File: config.mk
export PLATFORM = sky130hd
export DESIGN_NAME = lsb_decoder
export DESIGN_NICKNAME = d
export VERILOG_FILES = /design/src/logic/soc_bus_pkg.sv /design/src/logic/lsb_decoder.sv
export SDC_FILE = /design/constraint.sdc
export NUM_CORES = 1
export LEC_CHECK = 0
export ABC_CLOCK_PERIOD_IN_PS = 1500
export BUFFER_PORTS_ARGS = -buffer_cell sky130_fd_sc_hd__buf_2
export CAP_MARGIN = 25
export CORE_MARGIN = 1.5
export CORE_UTILIZATION = 26
export CTS_CLUSTER_DIAMETER = 120
export CTS_CLUSTER_SIZE = 28
export DETAILED_ROUTE_END_ITERATION = 8
export PLACE_DENSITY = 0.83
export SLEW_MARGIN = 10
export SYNTH_ARGS = -nofsm -noshare
export SYNTH_HDL_FRONTEND = slang
export SYNTH_SLANG_ARGS = --single-unit
File: constraint.sdc
create_clock -name clk -period 1.5 [get_ports clk]
set_clock_uncertainty 0.15 [all_clocks]
set_input_delay 0.225 -clock clk [delete_from_list [all_inputs] [get_ports clk]]
set_output_delay 0.225 -clock clk [all_outputs]
set_load 0.1 [all_outputs]
File: src/logic/soc_bus_pkg.sv
////////////////////////////////////////////////////////////////////////////
// shared definitions for the load/store side of the SoC fabric
// bus widths, vector types, address map and GPIO register layout
// imported by wildcard into every module header that needs them
////////////////////////////////////////////////////////////////////////////

package soc_bus_pkg;

  ////////////////////////////////////////////////////////////////////////////
  // load/store bus widths
  ////////////////////////////////////////////////////////////////////////////

  localparam int unsigned lsb_daw = 15;  // byte address width
  localparam int unsigned lsb_ddw = 32;  // data width
  localparam int unsigned lsb_dbw = 4;   // byte enable width

  typedef logic [lsb_daw-1:0] lsb_adr_t;  // byte address
  typedef logic [lsb_ddw-1:0] lsb_dat_t;  // write/read data
  typedef logic [lsb_dbw-1:0] lsb_ben_t;  // byte enables

  ////////////////////////////////////////////////////////////////////////////
  // address map
  ////////////////////////////////////////////////////////////////////////////

  // lower half is data memory, upper half is peripherals
  localparam int unsigned periph_bit = 14;
  // inside the peripheral half: 0 GPIO, 1 empty UART slot
  localparam int unsigned slot_bit = 6;

  // request target, registered for the response cycle
  typedef enum logic [1:0] {
    TGT_MEM,   // data memory
    TGT_GPIO,  // GPIO controller
    TGT_ERR    // no device, error response
  } tgt_e;

  ////////////////////////////////////////////////////////////////////////////
  // GPIO register layout
  ////////////////////////////////////////////////////////////////////////////

  // word offsets from address bits 3:2
  localparam logic [1:0] gpio_ofs_out = 2'd0;  // output value
  localparam logic [1:0] gpio_ofs_ena = 2'd1;  // output enable
  localparam logic [1:0] gpio_ofs_in  = 2'd2;  // synchronized input, read only
  // offset 3 is unused and reads as zero

  // input synchronizer depth
  localparam int unsigned gpio_sync_stages = 2;

endpackage : soc_bus_pkg

File: src/logic/lsb_decoder.sv
////////////////////////////////////////////////////////////////////////////
// load/store bus decoder
// splits each request between memory, GPIO and the error slot, then
// muxes the registered response of the selected target one cycle later
////////////////////////////////////////////////////////////////////////////

`timescale 1ns/1ps

module lsb_decoder
  import soc_bus_pkg::*;
(
  // system
  input  logic     clk,
  input  logic     rst,
  // request side
  input  logic     lsb_vld,   // request strobe
  input  lsb_adr_t lsb_adr,   // byte address
  // target strobes
  output logic     mem_vld,   // data memory request
  output logic     gpio_vld,  // GPIO request
  // target read data
  input  lsb_dat_t mem_rdt,
  input  lsb_dat_t gpio_rdt,
  // response side
  output lsb_dat_t lsb_rdt,   // read data
  output logic     lsb_err    // error flag
);

  ////////////////////////////////////////////////////////////////////////////
  // request phase
  ////////////////////////////////////////////////////////////////////////////

  tgt_e req_tgt;  // target of the current address
  tgt_e rsp_tgt;  // target of the request one cycle back
  logic rsp_vld;  // a request was taken last cycle

  // address classification
  always_comb begin
    if (!lsb_adr[periph_bit]) begin
      req_tgt = TGT_MEM;        // lower half
    end else if (!lsb_adr[slot_bit]) begin
      req_tgt = TGT_GPIO;       // peripheral slot 0
    end else begin
      req_tgt = TGT_ERR;        // empty UART slot
    end
  end

  // strobes straight from the request, no wait states
  assign mem_vld  = lsb_vld & (req_tgt == TGT_MEM);
  assign gpio_vld = lsb_vld & (req_tgt == TGT_GPIO);

  ////////////////////////////////////////////////////////////////////////////
  // response phase
  ////////////////////////////////////////////////////////////////////////////

  // target held between requests, so idle cycles keep the last select
  always_ff @(posedge clk) begin
    if (rst) begin
      rsp_tgt <= TGT_MEM;
      rsp_vld <= 1'b0;
    end else begin
      rsp_vld <= lsb_vld;
      if (lsb_vld) begin
        rsp_tgt <= req_tgt;
      end
    end
  end

  // response mux
  always_comb begin
    case (rsp_tgt)
      TGT_MEM:  lsb_rdt = mem_rdt;
      TGT_GPIO: lsb_rdt = gpio_rdt;
      default:  lsb_rdt = '0;      // error slot drives zero
    endcase
  end

  // error only for a request that actually hit the empty slot
  assign lsb_err = rsp_vld & (rsp_tgt == TGT_ERR);

  ////////////////////////////////////////////////////////////////////////////
  // checks
  ////////////////////////////////////////////////////////////////////////////

  // one target per request, strobe matches the address half
  a_one_hot_vld : assert property (
    @(posedge clk) disable iff (rst)
    (mem_vld || gpio_vld) |-> (mem_vld != gpio_vld) && (gpio_vld == lsb_adr[periph_bit])
  ) else $error("decoder: strobes high together or off the address map");

  // error is a response to a request into the empty slot the cycle before
  a_err_after_req : assert property (
    @(posedge clk) disable iff (rst)
    lsb_err |-> $past(lsb_vld && lsb_adr[periph_bit] && lsb_adr[slot_bit])
  ) else $error("decoder: lsb_err without a preceding request to the empty slot");

endmodule : lsb_decoder

==> results of run 1 <==
metrics by stage:
step / hold slack (ps) / setup slack [ps]
CTS: 23.4 / -230
floorplan: 144 / -428
global placement: 269 / 60.1
detailed placement: 274 / -10.9
logic make-up after synthesis:
kind of cell    Yosys count  share of synthesized area [%]
simple gates             40                           27.1
mux                      32                           51.3
buf+inv                   8                           10.0
flops                     3                           9.62
compound gates            2                           2.00
timing repair:
item | 4_1_cts
endpoints found under the setup margin | 33
gates resized for setup | 18
setup buffers | 0
hold endpoints to repair | 0
cloned | 1
pin swaps | 0
==> impl_metrics.csv, run 1 <==
group,metric,value,unit
status,status,"did not finish",
status,stop_stage,"5_1_grt",
status,error_line,"[ERROR DPL-0033] detailed placement checks failed during check placement.",
placed_design,portBuffers,103,
synth,synth.avg_cell_area,7.35,um^2
synth,synth.area.top_cells,"mux2i_1, nor2_1, dfxtp_1",
clocking,postCtsHoldBufs,0,
placed_design,hpwl,2670,um
placed_design,placed_cells,212,
synth,synthesis.nets,167,
floorplanning,start_util,28.0,%
clocking,numCtsBuffers,3,
floorplanning,fp-row-count,17,
synth,yosys.area.top_type,"mux2i_1",
floorplanning,pin_count,117,
synth,ys_types,14,
synth,synth_common_cells,"nor2_1, mux2i_1, buf_6",
placed_design,gp_congestion,0.720,
synth,ys_ff_latch,3,
floorplanning,die-width,52.0,um
clocking,cts_max_level,1,
synth,yosysTopAreaCellShare,51.3,%
synth,syn-cell-area,624,um^2
floorplanning,die_y,52.0,um
synth,syn_inst,85,
synth,synthFlopType,"dfxtp_1",
global_routing,grt_max_degree,18,
timing,worst_endpoint_kind,"output port",
clocking,root_buffer,"clkbuf_4",
synth,async_flop_share,0,%
clocking,clock_path_buffers,2,
global_routing,antenna_found_initial,1,
clocking,clock_sinks,3,
synth,synth_edf_count,0,
timing,grt_worst_setup_endpoint,"lsb_rdt[17]",
synth,yosysWarnings,0,
placed_design,placed_area,0.00184,mm^2
synth,synth_most_common_cell,"nor2_1",
synth,ys_seq_area_share,9.62,%
==> run 2, diff against run 1 <==
--- a/config.mk
+++ b/config.mk
@@ -8,12 +8,10 @@
 export ABC_CLOCK_PERIOD_IN_PS = 1500
 export BUFFER_PORTS_ARGS = -buffer_cell sky130_fd_sc_hd__buf_2
 export CAP_MARGIN = 25
-export CORE_MARGIN = 1.5
-export CORE_UTILIZATION = 26
-export CTS_CLUSTER_DIAMETER = 120
-export CTS_CLUSTER_SIZE = 28
+export CORE_AREA = 2 2 63 65
 export DETAILED_ROUTE_END_ITERATION = 8
-export PLACE_DENSITY = 0.83
+export DIE_AREA = 0 0 65 67
+export PLACE_DENSITY_LB_ADDON = 0.15
 export SLEW_MARGIN = 10
 export SYNTH_ARGS = -nofsm -noshare
 export SYNTH_HDL_FRONTEND = slang
==> run 2 against run 1 <==
The flow now finishes, with violations (setup timing). Area after synthesis unchanged. Synthesized cell count unchanged.
==> impl_metrics.csv, run 2 <==
group,metric,value,unit
status,status,"complete, but fails checks",
status,violations,"setup timing",
setup_path,rrSetupSlack,290,ps
timing,setup_violations,33,
synth,synthesis.nets,167,
global_routing,grt-ovfl-total,0,
placed_design,hpwl,2480,um
synth,async_flop_share,0,%
synth,synth_edf_count,0,
synth,yosys.area.top_type,"mux2i_1",
setup_path,worst-path-stages,4,
synth,syn_inst,85,
cells_and_area,final_common_cell,"buf_2",
synth,syn-cell-area,624,um^2
setup_path,end_kind,"output port",
cells_and_area,nFillCells,316,
timing,slew_headroom,85.0,%
synth,ys_ff_latch,3,
timing,hold_ws,65.4,ps
synth,ys_types,14,
clocking,cts_max_level,1,
timing,hold_viol,0,
synth,yosysTopAreaCellShare,51.3,%
setup_path,cp_top_family,"flip-flops",
timing,setup_ws,-138,ps
setup_path,path_common_cell,"buf_12",
cells_and_area,largest_register,"rsp_tgt",
setup_path,cp.arrival,1260,ps
cells_and_area,seq_area,65.1,um^2
floorplanning,start_util,17.3,%
placed_design,portBuffers,103,
synth,synth_common_cells,"nor2_1, mux2i_1, buf_6",
setup_path,critPathSlowestCell,"dfxtp_4",
cells_and_area,drive_gt1_share,90.0,%
drt,vias,1003,
floorplanning,core-area,0.00361,mm^2
power_and_ir_drop,vdd_drop_max,0.331,mV
timing,rsz0062_at_grt,"yes",
synth,synth.avg_cell_area,7.35,um^2
drt,dr.pass1.iters,3,
setup_path,crit_path_start,"rsp_tgt[0]$_SDFFE_PP0P_",
global_routing,antenna_found_initial,0,
synth,synth_most_common_cell,"nor2_1",
placed_design,placed_cells,233,
clocking,numCtsBuffers,3,
clocking,cts_tree,"built",
setup_path,max_stage_delay,400,ps
drt,viasPerCell,4.21,
setup_path,crit_type,"reg -> out",
synth,ys_seq_area_share,9.62,%
cells_and_area,antenna_cells,0,
global_routing,grt_pass1_vias,973,
placed_design,gp_congestion,0.626,
cells_and_area,reg_top3,"rsp_tgt (2), rsp_vld (1)",
setup_path,critical_path_buf_inv_count,2,
drt,wl_per_cell,12.1,um
drt,drt_iter0_drc,7,
floorplanning,die_y,67,um
timing,slew_viol_final,0,
clocking,clock_path_buffers,2,
setup_path,cp_cell_sequence,"buf_12 > mux2i_2 > nor2_2 > buf_12",
drt,drc,0,
clocking,clk_pin_slew,30,ps
cells_and_area,layout_common_cells,"buf_2, buf_12, nor2_2, mux2i_2",
setup_path,worstPathMaxFanout,9,
drt,finalWirelength,2870,um
timing,timing.fmax,611,MHz
drt,antenna_left,0,
timing,finalCritPeriodShare,109,%
hold_path,hold_path_class,"in -> reg",
synth,synthFlopType,"dfxtp_1",
floorplanning,pin_count,117,
clocking,root_buffer,"clkbuf_8",
run,drv_cap,0,
hold_path,hp-start,"rst",
global_routing,grt_pass1_wl,4220,um
clocking,clock_latency,210,ps
setup_path,cp-endpoint,"lsb_rdt[15]",
setup_path,reg2reg_depth,3,
cells_and_area,nets,273,
setup_path,crit_path_start_kind,"flip-flop",
timing,fin_crit,1640,ps
setup_path,r2r_start,"rsp_tgt[0]$_SDFFE_PP0P_",
cells_and_area,multi_input_area,782,um^2
floorplanning,die-width,65,um
cells_and_area,largest_reg_flops,2,
synth,yosysWarnings,0,
clocking,clock_sinks,3,
timing,worst_pin_slew,221,ps
cells_and_area,fin_cells,238,
setup_path,r2r-end,"rsp_tgt[0]$_SDFFE_PP0P_",
synth,synth.area.top_cells,"mux2i_1, nor2_1, dfxtp_1",
floorplanning,fp-row-count,22,
floorplanning,die-area,0.00436,mm^2
cells_and_area,synthToLayoutAreaGrowth,237,%
power_and_ir_drop,p_leak,0.917,nW
setup_path,crit_required,1120,ps
global_routing,grt_max_degree,21,
global_routing,grtUsageTotal,12.5,%
power_and_ir_drop,powerDensity,738,mW/mm^2
==> run 2: cell counts after synthesis <==
Identical to the previous run, type by type.
==> run 2: layout make-up <==
| class | instances | share of cell area (%) |
|---|---|---|
| clock buffers | 4 | 2.14 |
| repair buffers | 109 | 54.8 |
| well taps | 48 | 2.85 |
| multi-input cells | 74 | 37.1 |
| flip-flops and latches | 3 | 3.09 |
==> run 2: worst min path at each step <==
stage                                   end  cells after the start
CTS                 rsp_tgt[1]$_SDFFE_PP0P_                      2
floorplan           rsp_tgt[1]$_SDFFE_PP0P_                      1
detailed placement  rsp_tgt[1]$_SDFFE_PP0P_                      2
global route             rsp_vld$_SDFF_PP0_                      2
global placement    rsp_tgt[1]$_SDFFE_PP0P_                      2
finish              rsp_tgt[1]$_SDFFE_PP0P_                      2
==> run 2: power breakdown <==
group	switching (W)	total [W]	internal [W]
Sequential	0.00000583	0.0000890	0.0000832
Combinational	0.000768	0.00123	0.000466
Clock	0.0000497	0.000231	0.000181
Total	0.000824	0.00155	0.000730
==> run 2: timing repair <==
item,in CTS,in global routing
buffers inserted,0,0
hold buffers,0,0
endpoints found under the setup margin,33,33
cloned,0,1
hold endpoints to repair,0,0
resized for setup,20,17
==> run 2: logic make-up after synthesis <==
kind of cell    count (synthesis)  share of synthesized area (%)
flops                           3                           9.62
mux                            32                           51.3
compound gates                  2                           2.00
simple gates                   40                           27.1
buf+inv                         8                           10.0
==> run 2: routing by layer <==
| metal | track usage [%] | part of all wire (%) |
|---|---|---|
| met3 | 3.38 | 11 |
| met4 | 3.19 | 0.66 |
| met2 | 25.9 | 58 |
| met5 | 0 | 0 |
| met1 | 11.8 | 30 |
==> run 2: metrics by stage <==
| step | power (W) | setup TNS [ps] | worst slack (ps) | util [%] | cell area, um^2 |
|---|---|---|---|---|---|
| finish | 0.00155 | -4030 | -138 | 58.4 | 2110 |
| CTS | 0.00153 | -3630 | -156 | 55.3 | 1990 |
| global route | 0.00160 | -5580 | -197 | 58.4 | 2110 |
| detailed placement | 0.00126 | 0 | 42.4 | 51.6 | 1860 |
| floorplan | 0.000801 | -10140 | -428 | - | 756 |
| global placement | 0.00125 | 0 | 72.3 | 51.6 | 1860 |
Power figures use the tool's default switching activity.
