`config.mk`:
```
export PLATFORM = sky130hd
export DESIGN_NAME = gpio_ctrl
export DESIGN_NICKNAME = d
export VERILOG_FILES = /design/src/logic/soc_bus_pkg.sv /design/src/logic/gpio_ctrl.sv
export SDC_FILE = /design/constraint.sdc
export NUM_CORES = 1
export LEC_CHECK = 0
export ABC_AREA = 1
export BUFFER_PORTS_ARGS = -buffer_cell sky130_fd_sc_hd__buf_2
export CAP_MARGIN = 20
export CORE_MARGIN = 3
export CORE_UTILIZATION = 35
export DETAILED_ROUTE_END_ITERATION = 6
export HOLD_SLACK_MARGIN = 0.03
export PLACE_DENSITY = 0.61
export SYNTH_ARGS = -nofsm -noshare
export SYNTH_HDL_FRONTEND = slang
export SYNTH_SLANG_ARGS = --single-unit
```
`constraint.sdc`:
```
create_clock -name clk -period 1.1 [get_ports clk]
set_clock_uncertainty 0.2 [all_clocks]
set_input_delay 0.055 -clock clk [delete_from_list [all_inputs] [get_ports clk]]
set_output_delay 0.055 -clock clk [all_outputs]
set_load 0.01 [all_outputs]
```
`src/logic/soc_bus_pkg.sv`:
```
////////////////////////////////////////////////////////////////////////////
// shared definitions for the load/store side of the SoC fabric
// bus widths, vector types, address map and GPIO register layout
// imported by wildcard into every module header that needs them
////////////////////////////////////////////////////////////////////////////

package soc_bus_pkg;

  ////////////////////////////////////////////////////////////////////////////
  // load/store bus widths
  ////////////////////////////////////////////////////////////////////////////

  localparam int unsigned lsb_daw = 15;  // byte address width
  localparam int unsigned lsb_ddw = 32;  // data width
  localparam int unsigned lsb_dbw = 4;   // byte enable width

  typedef logic [lsb_daw-1:0] lsb_adr_t;  // byte address
  typedef logic [lsb_ddw-1:0] lsb_dat_t;  // write/read data
  typedef logic [lsb_dbw-1:0] lsb_ben_t;  // byte enables

  ////////////////////////////////////////////////////////////////////////////
  // address map
  ////////////////////////////////////////////////////////////////////////////

  // lower half is data memory, upper half is peripherals
  localparam int unsigned periph_bit = 14;
  // inside the peripheral half: 0 GPIO, 1 empty UART slot
  localparam int unsigned slot_bit = 6;

  // request target, registered for the response cycle
  typedef enum logic [1:0] {
    TGT_MEM,   // data memory
    TGT_GPIO,  // GPIO controller
    TGT_ERR    // no device, error response
  } tgt_e;

  ////////////////////////////////////////////////////////////////////////////
  // GPIO register layout
  ////////////////////////////////////////////////////////////////////////////

  // word offsets from address bits 3:2
  localparam logic [1:0] gpio_ofs_out = 2'd0;  // output value
  localparam logic [1:0] gpio_ofs_ena = 2'd1;  // output enable
  localparam logic [1:0] gpio_ofs_in  = 2'd2;  // synchronized input, read only
  // offset 3 is unused and reads as zero

  // input synchronizer depth
  localparam int unsigned gpio_sync_stages = 2;

endpackage : soc_bus_pkg

```
`src/logic/gpio_ctrl.sv`:
```
////////////////////////////////////////////////////////////////////////////
// GPIO controller on the load/store bus
// output and enable registers with byte lane writes, synchronized input,
// register read-back one cycle after the request
////////////////////////////////////////////////////////////////////////////

`timescale 1ns/1ps

module gpio_ctrl
  import soc_bus_pkg::*;
#(
  parameter int unsigned GW = 32  // GPIO width
)(
  // system
  input  logic          clk,
  input  logic          rst,
  // bus side
  input  logic          vld,     // request strobe from the decoder
  input  logic          wen,     // write enable
  input  lsb_adr_t      adr,     // byte address, only 3:2 decoded
  input  lsb_ben_t      ben,     // byte enables
  input  lsb_dat_t      wdt,     // write data
  output lsb_dat_t      rdt,     // read data
  // pins
  input  logic [GW-1:0] gpio_i,  // input, asynchronous
  output logic [GW-1:0] gpio_o,  // output value
  output logic [GW-1:0] gpio_e   // output enable
);

  // registers must fit in one bus word
  if (GW > lsb_ddw) begin : gen_width_check
    $error("gpio_ctrl: GW wider than the data bus");
  end

  ////////////////////////////////////////////////////////////////////////////
  // register access decode
  ////////////////////////////////////////////////////////////////////////////

  logic [1:0]    ofs;      // word offset
  logic          out_wr;   // write to output register
  logic          ena_wr;   // write to enable register
  logic [GW-1:0] lane_msk; // byte enables spread to bits

  assign ofs    = adr[3:2];
  assign out_wr = vld & wen & (ofs == gpio_ofs_out);
  assign ena_wr = vld & wen & (ofs == gpio_ofs_ena);

  always_comb begin
    for (int i = 0; i < GW; i++) begin
      lane_msk[i] = ben[i/8];
    end
  end

  ////////////////////////////////////////////////////////////////////////////
  // output and enable registers
  ////////////////////////////////////////////////////////////////////////////

  always_ff @(posedge clk) begin
    if (rst) begin
      gpio_o <= '0;
      gpio_e <= '0;  // all pins start as inputs
    end else begin
      if (out_wr) gpio_o <= (gpio_o & ~lane_msk) | (wdt[GW-1:0] & lane_msk);
      if (ena_wr) gpio_e <= (gpio_e & ~lane_msk) | (wdt[GW-1:0] & lane_msk);
    end
  end

  ////////////////////////////////////////////////////////////////////////////
  // input synchronizer
  ////////////////////////////////////////////////////////////////////////////

  logic [gpio_sync_stages-1:0][GW-1:0] sync_q;  // stage 0 samples the pins

  always_ff @(posedge clk) begin
    if (rst) begin
      sync_q <= '0;
    end else begin
      sync_q <= {sync_q[gpio_sync_stages-2:0], gpio_i};  // shift toward the top
    end
  end

  ////////////////////////////////////////////////////////////////////////////
  // read-back
  ////////////////////////////////////////////////////////////////////////////

  // writes to the input offset simply fall through here
  always_ff @(posedge clk) begin
    if (rst) begin
      rdt <= '0;
    end else if (vld && !wen) begin
      case (ofs)
        gpio_ofs_out: rdt <= lsb_dat_t'(gpio_o);
        gpio_ofs_ena: rdt <= lsb_dat_t'(gpio_e);
        gpio_ofs_in:  rdt <= lsb_dat_t'(sync_q[gpio_sync_stages-1]);
        default:      rdt <= '0;  // unused offset
      endcase
    end
  end

  // pins never float to X once out of reset
  a_pins_known : assert property (
    @(posedge clk) disable iff (rst)
    !$isunknown({gpio_o, gpio_e})
  ) else $error("gpio_ctrl: unknown value on gpio_o or gpio_e");

endmodule : gpio_ctrl

```
; After elaboration in Yosys (flattened, before gate mapping)
; Index checks and enable logic that the tools add are counted.
[totals]
wordCells = 20
ff_bits = 160
input_bits = 87
output_inout_bits = 96
[op_classes]
muxes = 1
eq_ne = 2
n_bitwise = 9
reduce_logical = 3
[ops]
columns = cell, n
row1 = $and 32x32->32, 3
row2 = $pmux 32 s3, 1
row3 = $or 32x32->32, 2
row4 = $not 32->32, 1
row5 = $and 1x1->1, 3
row6 = $eq 2x1->1 const B, 1
row7 = $eq 2x2->1 const B, 1
row8 = $logic_not 2->1, 1
row9 = $logic_and 1x1->1, 1
row10 = $logic_not 1->1, 1

; Longest topological paths before layout
; Gate-level depths: netlist of the first run.
[logic_depth]
ltp_word = 3
ltp_mapped = 7

; Least setup slack after synthesis of the first run
; No wires, ideal clock.
[synth_timing]
kind = in2reg
startpoint = input rst
endpoint = register with a tool-made name
arrival_ns = 0.747
path_stages = 4
path_slack_ns = 0.021
path_buffers = 3
setup_time_ns = 0.132
required_time_ns = 0.768
path_cell_list = buf_2 clkbuf_1 clkbuf_1 a21oi_1
[synth_lines]
columns = item, line
row1 = start: declaration, gpio_ctrl.sv:16  ; input logic rst,

==> summary.txt, run 1 <==
Status
  • Outcome: finished with violations
  • Failing checks: negative hold slack, negative setup slack

Die
  • Die width: 137 um
  • Core area: 16,700 um^2
  • Die Height: 137 um
  • Initial Util: 36.0%
  • Row count: 47
  • Die area: 18,800 um^2
  • I/O pin total: 183

Pwr
  • Comb power frac: 9.7%
  • P per Cell Area: 1290 nW/um^2
  • VDD IR max: 1.07 mV
  • Clock share of power: 44.4%
  • Sw frac: 22.9%
  • Static Leak: 4.47 nW
  • Pwr Total: 13.1 mW
  • Net load switching power: 3.00 mW
  • Power share of the sequential group: 45.8%
  • Internal power: 10.1 mW

STA
  • Final WS setup: -0.0624 ns
  • Final setup viols: 98
  • Final Cycle Share: 106%
  • Fin crit period: 1.16 ns
  • RSZ-0062 raised after global routing: yes
  • Hold slack final: -0.0998 ns
  • Fin. max-slew vios: 0
  • Final Hold Viols: 3
  • Relative slew slack: 76.1%
  • Max frequency: 860 MHz
  • Setup tns final: -2.51 ns
  • Worst Tran Pin Value: 0.358 ns

Placement
  • Placed inst area: 7330 um^2
  • Port Buffer Count: 169
  • Placed Instances: 1,165
  • RePlAce Congestion: 0.794
  • DPL Wire Length: 12,600 um
  • Place WS: -0.274 ns

Drt
  • Post-DR wirelength/cell: 15.7 um
  • DRT iter0 DRCs: 457
  • DRC viols: 0
  • First drt pass iteration count: 5
  • Wl on met1: 8660 um
  • Routed wl met3: 1220 um
  • Top Metal Used: met5
  • Final WL: 20,800 um
  • Vias per cell: 4.83
  • Vias: 6,404
  • Met2 routed WL: 10,600 um
  • Post-route ant nets: 0

GRT
  • First-pass GRT wire length: 31,400 um
  • Grt ovf: 0
  • Initial antenna violation count: 1
  • Largest net degree at the start of global routing: 38
  • Total GRT Usage: 21.6%
  • Vias in the first global route: 6,208

Synthesis
  • Seq cells post-synth: 160
  • Post-synth ARST share: 0%
  • Post-synthesis instance total: 778
  • Sequential fraction of the synthesis area: 53.3%
  • Post-synth EDFFs: 0
  • Top post-synthesis cells by area: dfxtp_1 (53%), nand3_1 (13%), nand2_1 (10%)
  • Synth top cells by count: nand2_1 (168), dfxtp_1 (160), nand3_1 (160)
  • Main flop type after synthesis: dfxtp_1
  • Synthesis Warnings: 0
  • Count leader, synth: nand2_1
  • Mapped Avg Cell Area: 7.73 um^2
  • Post-synth cell types: 17
  • Share of Yosys cell area claimed by the top area cell type: 53.3%
  • Synthesized Nets: 865
  • Area leader, netlist: dfxtp_1
  • Synth Cell Area: 6010 um^2

Final layout
  • Final std cells w/o fill: 1,326
  • Post-layout util: 60.5%
  • Antenna diodes: 0
  • Multi-input logic area: 2460 um^2
  • Filler cells: 1,424
  • Area grow syn2layout: 67.9%
  • Final #Nets: 1,183
  • Design area: 10,100 um^2
  • Register Area: 3340 um^2
  • Layout cells sized above 1: 42.0%

Critical path
  • Buf/Inv on CP: 1
  • Crit-path cells: buf_6
  • Worst path max stage delay: 0.37 ns
  • Worst endpoint required time: 0.84 ns
  • Cell family with most CP delay: flip-flops
  • CP Class: flop to output pin
  • Critical Path Source Type: flop
  • CP endpoint kind: output pin
  • Slowest CP cell: dfxtp_2
  • CP arrival: 0.91 ns
  • CP Max Fanout: 3

Clock network
  • Worst-path clk slew: 0.06 ns
  • CTS H-tree depth: 4
  • CTS tree: built
  • Clk_lat worst skew: 0.43 ns
  • Clock root buffer: clkbuf_16
  • Maximum buffer depth of the clock tree: 2
  • Clock Sinks: 160
  • CTS Buf Count: 17

Flow run
  • Max-cap violations: 0

Worst hold path
  • Hold Crit Class: input pin to flop
power by group through the flow:
stage               Clock (mW)  Sequential (mW)  Combinational (mW)
detailed placement           0             6.13               0.927
floorplan                    0             6.13               0.463
finish                    5.81             6.00                1.27
CTS                       5.88             6.01                1.20
global placement             0             6.13               0.928
global route              6.09             6.00                1.38
path summary, 6_finish.rpt:
check	startpoint	to	slack, ns	depth (start not counted)
hold / removal	adr[2]	flop	-0.1	5
setup / recovery	flop	gpio_e[20]	-0.06	1
hold reg to reg	sync_q[0]	sync_q[32]	0.20	2
setup reg to reg	flop	rdt[23]	0.02	5
area by class of cell:
type	instances	share of cell area, %
well taps	220	2.73
repair buffers	354	31.6
multi-input cells	495	24.4
clock inverters	5	0.793
clock buffers	24	4.87
inverters	68	2.60
flip-flops and latches	160	33.1
cell families (layout without fill, tap and decap cells):
family,Yosys count,in the layout,synth area share [%]
and+or+nand+nor,399,399,29.2
DFF,160,160,53.3
buffers and inverters,123,451,9.53
AOI/OAI and AO/OA,96,96,7.99
layer usage:
metal | up-vias | global-route usage (%)
met5 | - | 0
met4 | 2 | 7.15
met3 | 28 | 5.77
met2 | 212 | 38.3
met1 | 3036 | 25.1
li1 | 3126 | -
placed cells by master, fill, tap and decap left out:
master | netlist | routed
nand3_2 | 0 | 22
dfxtp_1 | 160 | 64
clkbuf_16 | 0 | 17
buf_2 | 26 | 71
clkbuf_1 | 18 | 3
nor2_4 | 1 | 2
dlymetal6s4s_1 | 0 | 1
buf_6 | 8 | 114
a21oi_1 | 96 | 81
clkbuf_4 | 0 | 1
buf_12 | 0 | 8
dlygate4sd3_1 | 0 | 70
clkinvlp_4 | 0 | 2
nand2_4 | 2 | 5
nor2_8 | 2 | 2
nand3_1 | 160 | 138
a21oi_2 | 0 | 15
inv_1 | 66 | 66
dfxtp_4 | 0 | 8
nor2_1 | 64 | 64
buf_4 | 3 | 89
inv_6 | 1 | 1
bufinv_16 | 0 | 2
clkinv_2 | 0 | 1
dfxtp_2 | 0 | 88
nand2_1 | 168 | 154
clkbuf_8 | 0 | 4
inv_4 | 1 | 1
nand2_2 | 1 | 12
repair_timing:
| action | 4_1_cts | 5_1_grt |
|---|---|---|
| buffers inserted | 55 | 15 |
| gates cloned | 0 | 0 |
| endpoints found under the hold margin | 160 | 24 |
| hold buffers | 72 | 1 |
| gates resized for setup | 193 | 83 |
| pin swaps | 0 | 33 |
| endpoints found under the setup margin | 96 | 175 |
tightest hold or removal path: stages:
cell and delay (ns):
buf_2 0.14, nand2_4 0.09, nor2_8 0.07, nand3_1 0.07
a21oi_1 0.06
No activity file was read; power rests on OpenSTA's default activity.
==> inputs of run 2 (changes only) <==
Settings changed: GPL_TIMING_DRIVEN set to 0, PLACE_DENSITY 0.61 to 0.59.
Clock period 1.1 ns to 1.25 ns, I/O delays scaled along.
==> summary.txt, run 2 (same netlist as run 1, synthesis figures left out) <==
Worst hold path
  • Worst Hold Launch: wen
  • Hold Crit Class: input pin to flop
  • Hold Path Stages: 4
  • Hold path endpoint: rdt[0]

Status
  • Outcome: finished with violations
  • Failing checks: negative hold slack

Critical path
  • R2R setup slack: 0.21 ns
  • Buf/Inv on CP: 1
  • Crit-path cells: buf_2
  • Slowest CP cell: dfxtp_1
  • CP arrival: 0.98 ns
  • R2R depth: 4
  • CP Class: flop to output pin
  • Worst path max stage delay: 0.39 ns
  • CP endpoint kind: output pin
  • Critical Path Source Type: flop
  • Worst endpoint required time: 0.99 ns
  • Cell family with most CP delay: flip-flops
  • CP Max Fanout: 3
  • Reg2reg end: rdt[21]

Clock network
  • CTS Buf Count: 17
  • CTS H-tree depth: 4
  • Clk_lat worst skew: 0.43 ns
  • Maximum buffer depth of the clock tree: 2
  • Post-CTS Setup Inserts: 0
  • Clock root buffer: clkbuf_16
  • CTS tree: built
  • Worst-path clk slew: 0.06 ns
  • Clock Sinks: 160

Die
  • Core area: 16,700 um^2
  • Die Height: 137 um
  • Initial Util: 36.0%
  • Die width: 137 um
  • Die area: 18,800 um^2
  • I/O pin total: 183
  • Row count: 47

Placement
  • RePlAce Congestion: 0.809
  • Port Buffer Count: 162
  • Place WS: -0.456 ns
  • DPL Wire Length: 13,800 um

Flow run
  • Max-cap violations: 0

STA
  • Fin crit period: 1.24 ns
  • Final Hold Viols: 6
  • RSZ-0062 raised after global routing: yes
  • Fin. max-slew vios: 0
  • Final WS setup: 0.0102 ns
  • Final Cycle Share: 99.2%
  • Max frequency: 807 MHz
  • Worst Tran Pin Value: 0.693 ns
  • Final setup viols: 0
  • Hold slack final: -0.213 ns
  • Relative slew slack: 53.8%

Drt
  • Final WL: 20,300 um
  • Vias per cell: 4.83
  • DRT iter0 DRCs: 406
  • Post-route ant nets: 0
  • Vias: 6,116
  • DRC viols: 0
  • First drt pass iteration count: 6
  • Post-DR wirelength/cell: 16.0 um

GRT
  • Largest net degree at the start of global routing: 17
  • First-pass GRT wire length: 30,500 um
  • Total GRT Usage: 21.6%
  • Initial antenna violation count: 0
  • Vias in the first global route: 5,630
  • Grt ovf: 0

Final layout
  • Final #Nets: 1,121
  • Area grow syn2layout: 42.3%
  • Most frequent cells in the layout: buf_2 (188), nand2_1 (167), nand3_1 (160)
  • Antenna diodes: 0
  • Layout cells sized above 1: 24.9%
  • Commonest non-fill, non-tap cell in the layout: buf_2

Pwr
  • Static Leak: 3.86 nW
  • Pwr Total: 12.1 mW
  • VDD IR max: 0.984 mV
  • P per Cell Area: 1410 nW/um^2
run 2: cell count changes in the layout (fill, tap and decap cells not counted), moves of 13 or more:
cell / delta
dfxtp_2: -68
nand3_1: +22
buf_2: +117
nand3_2: -22
a21oi_1: +15
buf_4: -86
buf_6: -106
a21oi_2: -15
clkbuf_1: +13
dfxtp_1: +76
nand2_1: +13
run 2: timing repair:
action	CTS	global route
pin swaps	0	1
cloned	0	0
resized for setup	3	23
endpoints found under the hold margin	108	12
hold buffers	76	1
endpoints found under the setup margin	3	62
run 2: layout make-up:
type / count / area (um^2)
fillers: 1661 / 8150
clock inverters: 12 / 213
repair buffers: 239 / 1580
flip-flops and latches: 160 / 3230
multi-input cells: 495 / 2240
inverters: 68 / 263
plain buffers: 53 / 305
well taps: 220 / 275
clock buffers: 20 / 447
run 2: stage by stage:
stage                     instances  util, %  instance area, um^2   TNS [ns]
after global routing           1267     51.2                 8560  -0.000682
final                          1267     51.2                 8560          0
after floorplan                 778        -                 6010          0
after CTS                      1268     51.0                 8520          0
after detailed placement       1160     42.5                 7100     -36.91
after global placement         1160     42.5                 7100     -37.66
run 2: how the worst max path moves through the flow:
stage / startpoint / depth (start not counted) / endpoint / slack, ns
5_1_grt: rst / 4 / flop / -0.0007
3_5_place_dp: rst / 4 / flop / -0.46
2_1_floorplan: rst / 4 / flop / 0.16
6_report: flop / 1 / gpio_e[8] / 0.01
4_1_cts: rst / 4 / flop / 0.002
3_3_place_gp: rst / 4 / flop / -0.47
run 2: power breakdown:
group | internal, mW | switching (mW)
registers | 5.23 | 0.0501
clock network | 3.78 | 2.06
logic | 0.406 | 0.560
run 2: worst reg2reg max path: stages, from the launching register on:
cell and delay (ns):
dfxtp_1 0.35, nand3_1 0.09, nand3_1 0.13, nand2_1 0.06
a21oi_1 0.13
run 2: layer usage:
| layer | track usage [%] | part of all wire [%] |
|---|---|---|
| met3 | 5.18 | 6.8 |
| met4 | 7.37 | 2.0 |
| met1 | 27.8 | 44 |
| met2 | 35.5 | 48 |
| met5 | 0 | 0 |
